**src/rtl/core_pkg.sv**
```systemverilog
// Core types and pipeline payloads
`default_nettype none

package core_pkg;

    localparam int xlen    = 32;
    localparam int nregs   = 32;
    localparam int shamt_w = $clog2(xlen);

    typedef logic [xlen-1:0] xlen_t;
    typedef logic [4:0]      reg_addr_t;

    localparam xlen_t reset_pc = '0;

    typedef enum logic [3:0] {
        alu_add,
        alu_sub,
        alu_sll,
        alu_slt,
        alu_xor,
        alu_srl,
        alu_sra,
        alu_or,
        alu_and,
        alu_pass_b
    } alu_op_e;

    typedef struct packed {
        xlen_t       pc;
        logic [31:0] instr;
    } if_id_t;

    typedef struct packed {
        xlen_t     pc;
        xlen_t     op_a;
        xlen_t     op_b;       // rs2 value or immediate
        xlen_t     imm;        // branch and jump offset
        alu_op_e   alu_op;
        reg_addr_t rd;
        logic      rd_we;
        logic      is_branch;
        logic      branch_ne;
        logic      is_jal;
        logic      is_ebreak;
    } id_ex_t;

    typedef struct packed {
        xlen_t     pc;
        xlen_t     result;
        reg_addr_t rd;
        logic      rd_we;
        logic      is_ebreak;
    } ex_mem_t;

    typedef struct packed {
        xlen_t     pc;
        xlen_t     result;
        reg_addr_t rd;
        logic      rd_we;
        logic      is_ebreak;
    } mem_wb_t;

endpackage

`default_nettype wire

```
**src/rtl/rv_isa_pkg.sv**
```systemverilog
// RV32I encoding constants
`default_nettype none

package rv_isa_pkg;

    localparam int opcode_w = 7;
    localparam int funct3_w = 3;
    localparam int funct7_w = 7;

    // major opcodes of the supported subset
    localparam logic [opcode_w-1:0] opc_lui    = 7'b0110111;
    localparam logic [opcode_w-1:0] opc_op_imm = 7'b0010011;
    localparam logic [opcode_w-1:0] opc_op     = 7'b0110011;
    localparam logic [opcode_w-1:0] opc_branch = 7'b1100011;
    localparam logic [opcode_w-1:0] opc_jal    = 7'b1101111;
    localparam logic [opcode_w-1:0] opc_system = 7'b1110011;

    localparam logic [funct3_w-1:0] f3_add = 3'b000;  // also addi, sub
    localparam logic [funct3_w-1:0] f3_sll = 3'b001;
    localparam logic [funct3_w-1:0] f3_slt = 3'b010;  // also slti
    localparam logic [funct3_w-1:0] f3_xor = 3'b100;
    localparam logic [funct3_w-1:0] f3_sr  = 3'b101;  // srl and sra
    localparam logic [funct3_w-1:0] f3_or  = 3'b110;
    localparam logic [funct3_w-1:0] f3_and = 3'b111;
    localparam logic [funct3_w-1:0] f3_beq = 3'b000;
    localparam logic [funct3_w-1:0] f3_bne = 3'b001;

    localparam logic [funct7_w-1:0] f7_alt = 7'b0100000;  // sub, sra

    localparam logic [31:0] ebreak_word = 32'h0010_0073;

endpackage

`default_nettype wire

```
**src/rtl/writeback_if.sv**
```systemverilog
// Writeback bus
`timescale 1ns/1ps
`default_nettype none

interface writeback_if;

    logic                valid;
    core_pkg::xlen_t     pc;
    core_pkg::reg_addr_t rd;
    logic                rd_we;  // already qualified by valid
    core_pkg::xlen_t     data;

    modport source (
        output valid, pc, rd, rd_we, data
    );

    modport sink (
        input valid, pc, rd, rd_we, data
    );

endinterface

`default_nettype wire

```
**src/rtl/core_top.sv**
```systemverilog
// Five-stage RV32I core
`timescale 1ns/1ps
`default_nettype none

module core_top (
    input  wire logic          clk,
    input  wire logic          reset_i,
    output core_pkg::xlen_t     imem_addr_o,
    input  wire logic [31:0]    imem_data_i,
    output logic                retire_valid_o,
    output core_pkg::xlen_t     retire_pc_o,
    output core_pkg::reg_addr_t retire_rd_o,
    output logic                retire_we_o,
    output core_pkg::xlen_t     retire_data_o,
    output logic                halt_o
);

    logic              fe_valid;
    core_pkg::if_id_t  fe_out;
    core_pkg::if_id_t  id_in;
    logic              id_valid;
    core_pkg::id_ex_t  id_out;
    core_pkg::id_ex_t  ex_in;
    logic              ex_valid;
    core_pkg::ex_mem_t ex_out;
    core_pkg::ex_mem_t mem_in;
    logic              mem_valid;
    core_pkg::mem_wb_t mem_out;
    core_pkg::mem_wb_t wb_in;
    logic              wb_valid;
    logic              redirect;
    core_pkg::xlen_t   target;
    logic              halt_q;
    logic              halt_set;

    writeback_if wb_bus ();

    fetch_stage u_fetch (
        .clk,
        .reset_i,
        .halt_i     (halt_q),
        .redirect_i (redirect),
        .target_i   (target),
        .pc_o       (imem_addr_o),
        .valid_o    (fe_valid)
    );

    assign fe_out = '{pc: imem_addr_o, instr: imem_data_i};

    // front registers drop the two shadow slots of a taken transfer
    pipe_reg #(.payload_t(core_pkg::if_id_t)) u_if_id (
        .clk, .reset_i, .stall_i(halt_q), .flush_i(redirect || halt_set),
        .valid_i(fe_valid), .data_i(fe_out), .valid_o(id_valid), .data_o(id_in)
    );

    decode_stage u_decode (
        .clk,
        .reset_i,
        .in_i            (id_in),
        .in_valid_i      (id_valid),
        .fwd_exm_i       (ex_out),
        .fwd_exm_valid_i (ex_valid),
        .fwd_mwb_i       (mem_out),
        .fwd_mwb_valid_i (mem_valid),
        .wb              (wb_bus),
        .out_o           (id_out)
    );

    pipe_reg #(.payload_t(core_pkg::id_ex_t)) u_id_ex (
        .clk, .reset_i, .stall_i(halt_q), .flush_i(redirect || halt_set),
        .valid_i(id_valid), .data_i(id_out), .valid_o(ex_valid), .data_o(ex_in)
    );

    execute_stage u_execute (
        .in_i       (ex_in),
        .in_valid_i (ex_valid),
        .out_o      (ex_out),
        .redirect_o (redirect),
        .target_o   (target)
    );

    pipe_reg #(.payload_t(core_pkg::ex_mem_t)) u_ex_mem (
        .clk, .reset_i, .stall_i(halt_q), .flush_i(halt_set),
        .valid_i(ex_valid), .data_i(ex_out), .valid_o(mem_valid), .data_o(mem_in)
    );

    // memory stage only carries the result on
    assign mem_out = '{pc: mem_in.pc, result: mem_in.result, rd: mem_in.rd,
                       rd_we: mem_in.rd_we, is_ebreak: mem_in.is_ebreak};

    pipe_reg #(.payload_t(core_pkg::mem_wb_t)) u_mem_wb (
        .clk, .reset_i, .stall_i(halt_q), .flush_i(halt_set),
        .valid_i(mem_valid), .data_i(mem_out), .valid_o(wb_valid), .data_o(wb_in)
    );

    assign wb_bus.valid = wb_valid;
    assign wb_bus.pc    = wb_in.pc;
    assign wb_bus.rd    = wb_in.rd;
    assign wb_bus.rd_we = wb_valid && wb_in.rd_we;
    assign wb_bus.data  = wb_in.result;

    assign halt_set = wb_valid && wb_in.is_ebreak;  // ebreak retiring, kill younger

    always_ff @(posedge clk) begin
        if (reset_i) begin
            halt_q <= 1'b0;
        end else if (halt_set) begin
            halt_q <= 1'b1;  // sticky
        end
    end

    assign halt_o         = halt_q;
    assign retire_valid_o = wb_bus.valid;
    assign retire_pc_o    = wb_bus.pc;
    assign retire_rd_o    = wb_bus.rd;
    assign retire_we_o    = wb_bus.rd_we;
    assign retire_data_o  = wb_bus.data;

endmodule

`default_nettype wire

```
**src/rtl/decode_stage.sv**
```systemverilog
// Instruction decode and operand read
`timescale 1ns/1ps
`default_nettype none

module decode_stage (
    input  wire logic              clk,
    input  wire logic              reset_i,
    input  wire core_pkg::if_id_t  in_i,
    input  wire logic              in_valid_i,
    input  wire core_pkg::ex_mem_t fwd_exm_i,
    input  wire logic              fwd_exm_valid_i,
    input  wire core_pkg::mem_wb_t fwd_mwb_i,
    input  wire logic              fwd_mwb_valid_i,
    writeback_if.sink              wb,
    output core_pkg::id_ex_t       out_o
);

    logic [rv_isa_pkg::opcode_w-1:0] opcode;
    logic [rv_isa_pkg::funct3_w-1:0] funct3;
    logic [rv_isa_pkg::funct7_w-1:0] funct7;
    core_pkg::reg_addr_t             rs1;
    core_pkg::reg_addr_t             rs2;
    core_pkg::reg_addr_t             rd;
    core_pkg::xlen_t                 imm_i;
    core_pkg::xlen_t                 imm_b;
    core_pkg::xlen_t                 imm_j;
    core_pkg::xlen_t                 imm_u;
    core_pkg::xlen_t                 imm;
    core_pkg::xlen_t                 rf_rs1;
    core_pkg::xlen_t                 rf_rs2;
    core_pkg::alu_op_e               alu_op;
    logic                            writes;
    logic                            use_imm;
    logic                            is_branch;
    logic                            branch_ne;
    logic                            is_jal;
    logic                            is_ebreak;

    assign opcode = in_i.instr[6:0];
    assign rd     = in_i.instr[11:7];
    assign funct3 = in_i.instr[14:12];
    assign rs1    = in_i.instr[19:15];
    assign rs2    = in_i.instr[24:20];
    assign funct7 = in_i.instr[31:25];

    assign imm_i = {{20{in_i.instr[31]}}, in_i.instr[31:20]};
    assign imm_b = {{19{in_i.instr[31]}}, in_i.instr[31], in_i.instr[7],
                    in_i.instr[30:25], in_i.instr[11:8], 1'b0};
    assign imm_j = {{11{in_i.instr[31]}}, in_i.instr[31], in_i.instr[19:12],
                    in_i.instr[20], in_i.instr[30:21], 1'b0};
    assign imm_u = {in_i.instr[31:12], 12'b0};

    reg_file u_reg_file (
        .clk,
        .reset_i,
        .rs1_i      (rs1),
        .rs2_i      (rs2),
        .rs1_data_o (rf_rs1),
        .rs2_data_o (rf_rs2),
        .wb         (wb)
    );

    // youngest producer wins, then the register file
    function automatic core_pkg::xlen_t forward(core_pkg::reg_addr_t rs,
                                                core_pkg::xlen_t rf_val);
        if (fwd_exm_valid_i && fwd_exm_i.rd_we && (fwd_exm_i.rd == rs)) begin
            return fwd_exm_i.result;
        end
        if (fwd_mwb_valid_i && fwd_mwb_i.rd_we && (fwd_mwb_i.rd == rs)) begin
            return fwd_mwb_i.result;
        end
        return rf_val;
    endfunction

    always_comb begin
        writes    = 1'b0;
        use_imm   = 1'b0;
        imm       = imm_i;
        alu_op    = core_pkg::alu_add;
        is_branch = 1'b0;
        branch_ne = 1'b0;
        is_jal    = 1'b0;
        is_ebreak = 1'b0;
        case (opcode)
            rv_isa_pkg::opc_lui: begin
                writes  = 1'b1;
                use_imm = 1'b1;
                imm     = imm_u;
                alu_op  = core_pkg::alu_pass_b;
            end
            rv_isa_pkg::opc_op_imm: begin
                writes  = 1'b1;
                use_imm = 1'b1;
                case (funct3)
                    rv_isa_pkg::f3_add: alu_op = core_pkg::alu_add;
                    rv_isa_pkg::f3_slt: alu_op = core_pkg::alu_slt;
                    rv_isa_pkg::f3_xor: alu_op = core_pkg::alu_xor;
                    rv_isa_pkg::f3_or:  alu_op = core_pkg::alu_or;
                    rv_isa_pkg::f3_and: alu_op = core_pkg::alu_and;
                    default:            writes = 1'b0;  // shifts by immediate, sltiu
                endcase
            end
            rv_isa_pkg::opc_op: begin
                if (funct7 == '0) begin
                    writes = 1'b1;
                    case (funct3)
                        rv_isa_pkg::f3_add: alu_op = core_pkg::alu_add;
                        rv_isa_pkg::f3_sll: alu_op = core_pkg::alu_sll;
                        rv_isa_pkg::f3_slt: alu_op = core_pkg::alu_slt;
                        rv_isa_pkg::f3_xor: alu_op = core_pkg::alu_xor;
                        rv_isa_pkg::f3_sr:  alu_op = core_pkg::alu_srl;
                        rv_isa_pkg::f3_or:  alu_op = core_pkg::alu_or;
                        rv_isa_pkg::f3_and: alu_op = core_pkg::alu_and;
                        default:            writes = 1'b0;  // sltu
                    endcase
                end else if (funct7 == rv_isa_pkg::f7_alt) begin
                    writes = (funct3 == rv_isa_pkg::f3_add) || (funct3 == rv_isa_pkg::f3_sr);
                    alu_op = (funct3 == rv_isa_pkg::f3_sr) ? core_pkg::alu_sra
                                                           : core_pkg::alu_sub;
                end
            end
            rv_isa_pkg::opc_branch: begin
                imm       = imm_b;
                is_branch = (funct3 == rv_isa_pkg::f3_beq) || (funct3 == rv_isa_pkg::f3_bne);
                branch_ne = (funct3 == rv_isa_pkg::f3_bne);
            end
            rv_isa_pkg::opc_jal: begin
                writes = 1'b1;
                imm    = imm_j;
                is_jal = 1'b1;
            end
            rv_isa_pkg::opc_system: is_ebreak = (in_i.instr == rv_isa_pkg::ebreak_word);
            default: writes = 1'b0;  // retires as a no-op
        endcase
    end

    always_comb begin
        out_o.pc        = in_i.pc;
        out_o.op_a      = forward(rs1, rf_rs1);
        out_o.op_b      = use_imm ? imm : forward(rs2, rf_rs2);
        out_o.imm       = imm;
        out_o.alu_op    = alu_op;
        out_o.rd        = rd;
        out_o.rd_we     = in_valid_i && writes && (rd != '0);  // x0 writes dropped
        out_o.is_branch = is_branch;
        out_o.branch_ne = branch_ne;
        out_o.is_jal    = is_jal;
        out_o.is_ebreak = is_ebreak;
    end

endmodule

`default_nettype wire

```
**src/rtl/execute_stage.sv**
```systemverilog
// ALU and branch resolution
`timescale 1ns/1ps
`default_nettype none

module execute_stage (
    input  wire core_pkg::id_ex_t in_i,
    input  wire logic             in_valid_i,
    output core_pkg::ex_mem_t     out_o,
    output logic                  redirect_o,
    output core_pkg::xlen_t       target_o
);

    core_pkg::xlen_t                a;
    core_pkg::xlen_t                b;
    core_pkg::xlen_t                alu_res;
    logic [core_pkg::shamt_w-1:0]   shamt;
    logic                           taken;

    assign a     = in_i.op_a;
    assign b     = in_i.op_b;
    assign shamt = b[core_pkg::shamt_w-1:0];

    always_comb begin
        case (in_i.alu_op)
            core_pkg::alu_add:    alu_res = a + b;
            core_pkg::alu_sub:    alu_res = a - b;
            core_pkg::alu_sll:    alu_res = a << shamt;
            core_pkg::alu_slt:    alu_res = core_pkg::xlen_t'($signed(a) < $signed(b));
            core_pkg::alu_xor:    alu_res = a ^ b;
            core_pkg::alu_srl:    alu_res = a >> shamt;
            core_pkg::alu_sra:    alu_res = core_pkg::xlen_t'($signed(a) >>> shamt);
            core_pkg::alu_or:     alu_res = a | b;
            core_pkg::alu_and:    alu_res = a & b;
            core_pkg::alu_pass_b: alu_res = b;  // lui
            default:              alu_res = '0;
        endcase
    end

    assign taken      = in_i.is_branch && ((a == b) != in_i.branch_ne);
    assign redirect_o = in_valid_i && (taken || in_i.is_jal);
    assign target_o   = in_i.pc + in_i.imm;

    always_comb begin
        out_o.pc        = in_i.pc;
        out_o.result    = in_i.is_jal ? in_i.pc + core_pkg::xlen_t'(4) : alu_res;  // link
        out_o.rd        = in_i.rd;
        out_o.rd_we     = in_i.rd_we;
        out_o.is_ebreak = in_i.is_ebreak;
    end

endmodule

`default_nettype wire

```
**src/rtl/fetch_stage.sv**
```systemverilog
// Instruction fetch
`timescale 1ns/1ps
`default_nettype none

module fetch_stage (
    input  wire logic            clk,
    input  wire logic            reset_i,
    input  wire logic            halt_i,
    input  wire logic            redirect_i,
    input  wire core_pkg::xlen_t target_i,
    output core_pkg::xlen_t      pc_o,
    output logic                 valid_o
);

    always_ff @(posedge clk) begin
        if (reset_i) begin
            pc_o <= core_pkg::reset_pc;
        end else if (halt_i) begin
            pc_o <= pc_o;  // frozen until reset
        end else if (redirect_i) begin
            pc_o <= target_i;
        end else begin
            pc_o <= pc_o + core_pkg::xlen_t'(4);
        end
    end

    assign valid_o = !halt_i;  // nothing issued once halted

endmodule

`default_nettype wire

```
**src/rtl/pipe_reg.sv**
```systemverilog
// Pipeline boundary register
`timescale 1ns/1ps
`default_nettype none

module pipe_reg #(
    parameter type payload_t = logic
) (
    input  wire logic     clk,
    input  wire logic     reset_i,
    input  wire logic     stall_i,
    input  wire logic     flush_i,
    input  wire logic     valid_i,
    input  wire payload_t data_i,
    output logic          valid_o,
    output payload_t      data_o
);

    always_ff @(posedge clk) begin
        if (reset_i || flush_i) begin
            valid_o <= 1'b0;  // bubble
        end else if (!stall_i) begin
            valid_o <= valid_i;
        end
    end

    always_ff @(posedge clk) begin
        if (!stall_i) begin
            data_o <= data_i;
        end
    end

endmodule

`default_nettype wire

```
**src/rtl/reg_file.sv**
```systemverilog
// Integer register file
`timescale 1ns/1ps
`default_nettype none

module reg_file (
    input  wire logic                clk,
    input  wire logic                reset_i,
    input  wire core_pkg::reg_addr_t rs1_i,
    input  wire core_pkg::reg_addr_t rs2_i,
    output core_pkg::xlen_t          rs1_data_o,
    output core_pkg::xlen_t          rs2_data_o,
    writeback_if.sink                wb
);

    core_pkg::xlen_t regs [1:core_pkg::nregs-1];  // x0 has no storage

    always_ff @(posedge clk) begin
        if (reset_i) begin
            for (int i = 1; i < core_pkg::nregs; i++) begin
                regs[i] <= '0;
            end
        end else if (wb.valid && wb.rd_we && (wb.rd != '0)) begin
            regs[wb.rd] <= wb.data;
        end
    end

    // same-cycle write is seen by the reader
    function automatic core_pkg::xlen_t read_port(core_pkg::reg_addr_t addr);
        if (addr == '0) begin
            return '0;
        end
        if (wb.valid && wb.rd_we && (wb.rd == addr)) begin
            return wb.data;
        end
        return regs[addr];
    endfunction

    always_comb begin
        rs1_data_o = read_port(rs1_i);
        rs2_data_o = read_port(rs2_i);
    end

endmodule

`default_nettype wire

```
**config.mk**
```make
export PLATFORM = sky130hd
export DESIGN_NAME = core_top
export DESIGN_NICKNAME = d
export VERILOG_FILES = /design/src/rtl/core_pkg.sv /design/src/rtl/rv_isa_pkg.sv /design/src/rtl/writeback_if.sv /design/src/rtl/core_top.sv /design/src/rtl/decode_stage.sv /design/src/rtl/execute_stage.sv /design/src/rtl/fetch_stage.sv /design/src/rtl/pipe_reg.sv /design/src/rtl/reg_file.sv
export SDC_FILE = /design/constraint.sdc
export NUM_CORES = 2
export LEC_CHECK = 0
export BUFFER_PORTS_ARGS = -buffer_cell sky130_fd_sc_hd__buf_2
export CORE_UTILIZATION = 35
export CTS_CLUSTER_DIAMETER = 60
export DETAILED_ROUTE_END_ITERATION = 7
export PLACE_DENSITY = 0.54
export SLEW_MARGIN = 25
export SYNTH_ARGS = -nofsm -noshare
export SYNTH_HDL_FRONTEND = slang
export SYNTH_SLANG_ARGS = --single-unit
```
**constraint.sdc**
```tcl
create_clock -name clk -period 10.7 [get_ports clk]
set_input_delay 1.07 -clock clk [delete_from_list [all_inputs] [get_ports clk]]
set_output_delay 1.07 -clock clk [all_outputs]
set_load 0.005 [all_outputs]
```
==> run summary <==
The flow ran to the end, and the final reports show no timing, DRC or antenna violations. STA classifies the critical path startpoint as a flip-flop. between 100 and 150 I/O pins were placed. Dividing the detail-routed via count by the number of cells gives 6.10.

Across the routed clock network, the largest skew measured is 0.0552 ns. The final number of max-transition violations came out at 0. For this run the aggregate overflow at the end of global routing stands at 0. The max-capacitance violation count is 0.

The final route contains 56959 vias. Summed over all nets, the switching power comes to 5.33 mW. The clock root buffer master is sky130_fd_sc_hd__clkbuf_16. The arrival time at the worst endpoint is 6.04 ns. In this run the most critical hold path is launched from u_if_id.data_o[58]. Summing all multi-input logic gate instances after layout gives 37900 um^2.

The endpoint of the worst hold path is u_id_ex.data_o[136]. The die span in y came out at 488 um. Cells with a size suffix above 1 make up 23.2% of the layout. Tracing the worst setup path back leads to its startpoint at u_id_ex.data_o[48]. For this run, global-route usage on met2 was measured as 42.2%. The area taken by flip-flops and latches is roughly 42000 um^2. In this run the mean area of a mapped cell was 13.4 um^2. The routability-driven placement congestion ratio came out at 0.982. The sequential share of power is 42.3%. The instance count of the mapped netlist is just over 6000. The net total in the final layout came out at 6220.

The total number of yosys warnings came out at 0. The signal on the critical path passes through buf_4 -> inv_2 -> buf_4 -> ha_1 -> inv_1 -> o21bai_1 -> a31oi_1 -> a21oi_1 -> a31oi_1 -> nor4_1 -> or3_1 -> a211oi_1 -> o21ai_0. The number of cells on the worst reg-to-reg path is 13. The number of rows in the core area is 177. For this run, the leading register cell type out of synthesis is sky130_fd_sc_hd__edfxtp_1. The leakage power came out at 33.4 nW. The largest family of logic cells by synthesized area is multiplexers. The number of antenna violations at the first check in global routing came out at 15. Of all nets on the critical path, the largest fanout is a little under 50. The H-tree was split into 4 levels. Counting flops and latches in the post-synthesis netlist gives around 1400. After clock tree synthesis, the flow added hold-fix buffers numbering 0. The xor-xnor portion of the synthesized cell area is 0.934%. The final critical path takes up 51.8% of the cycle. Summing the areas of all and, or, nand and nor instances in the mapped netlist gives 12.8% of the synthesized area. The worst setup path is of the flip-flop to flip-flop kind. The relative max-transition margin came out at 25.2%. The worst hold margin is 0.410 ns. Post-CTS timing repair inserted 0 buffers for setup. IR analysis of the VDD net gives a maximum drop of 156 uV. The finished cells cover about 92000 um^2. TritonCTS built the clock tree. Measured along the x axis, the die boundary spans between 400 and 500 um. Setup repair after global routing left no endpoint under its margin. Summed over all failing endpoints, the final setup total negative slack is 0 ns.

The post-synthesis mux area share came out at 21.4%. The via count of the first global-routing pass came to around 56000. The number of buffers added on ports came out at 137. The wire length reported by the detailed router came out at 313000 um. The starting density of the core came out at 35.4%. The TritonCTS buffer count came out at 169.

In the post-synthesis netlist, the biggest area contributors are sky130_fd_sc_hd__edfxtp_1, sky130_fd_sc_hd__mux4_2, sky130_fd_sc_hd__and2_1. The total iterations of the first detailed-routing run is 6. The number of inserted filler cells in the final layout is 21693. The slew at the pin with the worst max-slew slack came out at 1.11 ns. The worst path in the final design needs a cycle of 5.54 ns, including I/O delays and setup. The library cells used most frequently in the layout, excluding fill and tap cells, are sky130_fd_sc_hd__edfxtp_1, sky130_fd_sc_hd__and2_1, sky130_fd_sc_hd__mux4_2, sky130_fd_sc_hd__nand2_1, sky130_fd_sc_hd__a21oi_1. The count of different cell masters after synthesis came out at 91. The pin count of the biggest net entering global routing is 120. The hold violation total from the final report is 0. The path class of the tightest hold or removal check is flip-flop to flip-flop.

The worst hold path passes through 0 cells. The proportion of power drawn by combinational gates came out at 22.4%. Summing the areas of all compound-gate instances in the mapped netlist gives 7.78% of the synthesized area.

The wire length per cell came out at 33.6 um. sky130_fd_sc_hd__edfxtp_1 takes more of the synthesized area than any other cell. The area inside the core boundary came out at about 230000 um^2. Yosys mapped a number of flops with a built-in enable equal to around 1400. The share of synthesized flip-flops with an asynchronous set or reset came out at 0%. For this block, the initial DRC count from the detailed router was 7396. The clock edge transition at the registers on the reported setup and hold paths is 0.06 ns. The library cell contributing the largest single delay on the critical path is sky130_fd_sc_hd__a31oi_1.

Once detailed placement completed, the half-perimeter wirelength came to 201000 um. The layout overhead on the synthesized area came out at 12.0%. The clock sink count is 1419.

The library cell used most frequently in the layout, excluding fill and tap cells, is sky130_fd_sc_hd__edfxtp_1. The worst register-to-register path ends at u_id_ex.data_o[77]. The switching fraction of total power came out at 32.5%. The synthesized area came out at between 80000 and 90000 um^2.

The number of failing setup endpoints in the final timing report is 0. The met1 layer usage reported by global route is 34.5%. The adder-cell share of the synthesized area came out at 2.09%. The first global-routing pass estimated roughly 440000 um of wire. In this run the critical register-to-register path is launched from u_id_ex.data_o[48].

The kind of cell with the highest combined delay along the critical path is compound AO/OA/AOI/OAI gates. The peak-usage layer in the global routing report is met2. The post-cts resize count is 0. For this run, the register share of the synthesized area comes to 51.1%.

STA classifies the critical path endpoint as a flip-flop. Derived from the worst setup path, the maximum achievable clock frequency is 0.180 GHz. The cell-internal power came out at 11.1 mW. In this run the register-to-register setup slack is 5.16 ns. Clock latency on the worst-skew pair, taken at its later pin, is between 0.8 and 0.9 ns. The global routing met3 resource utilization came out at 5.21%. After detailed routing, the number of remaining DRC violations is 0.

The cell area power density came out at approximately 180 nW/um^2. The number of nets with antenna violations after detailed routing came out at 0. The top cell type's share of synthesized area is 49.9%. In this design, the stage delay of the slowest critical-path cell is 0.71 ns. Of the total power, the clock network draws 35.3%. The total placed instance area came out at 86800 um^2.

The maximum count of clock buffers along a single path is 3. The required time at the endpoint of the critical path is 11.19 ns. The number of buffer and inverter stages on the critical path is 4. The full die area came out at 238000 um^2. The combined global-route utilization of all metal layers came out at 26.0%.
[synth_stat cells, types with 45 or more instances]
cell,instances
sky130_fd_sc_hd__a31oi_1,46
sky130_fd_sc_hd__ha_1,133
sky130_fd_sc_hd__buf_2,45
sky130_fd_sc_hd__a21oi_1,233
sky130_fd_sc_hd__dfxtp_1,47
sky130_fd_sc_hd__nor3_1,58
sky130_fd_sc_hd__o21ai_0,211
sky130_fd_sc_hd__inv_1,139
sky130_fd_sc_hd__edfxtp_1,1372
sky130_fd_sc_hd__nand2_1,273
sky130_fd_sc_hd__nor2_1,254
sky130_fd_sc_hd__xnor2_1,52
sky130_fd_sc_hd__clkbuf_1,423
sky130_fd_sc_hd__buf_4,78
sky130_fd_sc_hd__mux4_2,708
sky130_fd_sc_hd__mux2i_1,120
sky130_fd_sc_hd__a21o_1,45
sky130_fd_sc_hd__a211oi_1,77
sky130_fd_sc_hd__buf_1,78
sky130_fd_sc_hd__and2_1,1018
sky130_fd_sc_hd__nand3_1,75
[routing by layer]
metal | up-vias | part of all wire (%)
met1 | 29815 | 40
met5 | - | 0.012
met2 | 3069 | 47
met4 | 6 | 3.8
li1 | 23494 | -
met3 | 575 | 8.8
[state kept, by name, summed over array words and instances (netlist names), 32 cells and up, named ones only]
| signal | count |
|---|---|
| u_id_ex.data_o | 142 |
| u_if_id.data_o | 64 |
| u_decode.u_reg_file.regs | 1024 |
| u_ex_mem.data_o | 71 |
| u_fetch.pc_o | 32 |
| u_mem_wb.data_o | 71 |
[cell type report]
| cell class | count | area share (%) |
|---|---|---|
| antenna | 9 | 0.0244 |
| clock buffer | 216 | 4.89 |
| clock inverter | 97 | 1.06 |
| inverter | 142 | 0.585 |
| multi-input combinational | 3987 | 41.0 |
| sequential | 1419 | 45.6 |
| tap | 3132 | 4.24 |
| timing repair buffer | 331 | 2.55 |
[cells by family (layout without fill, tap and decap cells)]
logic type	after synthesis	in the layout
buffers and inverters	770	786
and+or+nand+nor	1900	1900
muxes	860	860
adders and majority gates	136	136
other	1	41
AOI/OAI and AO/OA	971	971
DFF	1419	1419
xor gates and xnor gates	88	88
[power by group through the flow]
stage	clock, mW	combinational [mW]	sequential (mW)
after floorplan	0	2.22	6.83
after global placement	0	3.38	7.16
after detailed placement	0	3.46	7.11
after CTS	5.86	3.47	7.01
after global routing	6.05	3.83	6.98
final	5.80	3.68	6.94
[per-stage QoR]
step	util (%)	std cells	worst slack (ns)	power, mW
after floorplan	-	6176	4.60	9.05
after global placement	37.1	8997	5.29	10.5
after detailed placement	37.2	9003	5.33	10.6
after CTS	39.5	9316	5.31	16.3
after global routing	39.6	9325	5.02	16.9
final	39.6	9333	5.16	16.4
[worst max path at each step]
stage	depth (start not counted)	endpoint
global route	14	u_id_ex.data_o[76]
detailed placement	14	u_id_ex.data_o[100]
finish	13	u_id_ex.data_o[77]
floorplan	6	u_fetch.pc_o[12]
global placement	13	u_id_ex.data_o[77]
CTS	13	u_id_ex.data_o[77]
Power figures use the tool's default switching activity.
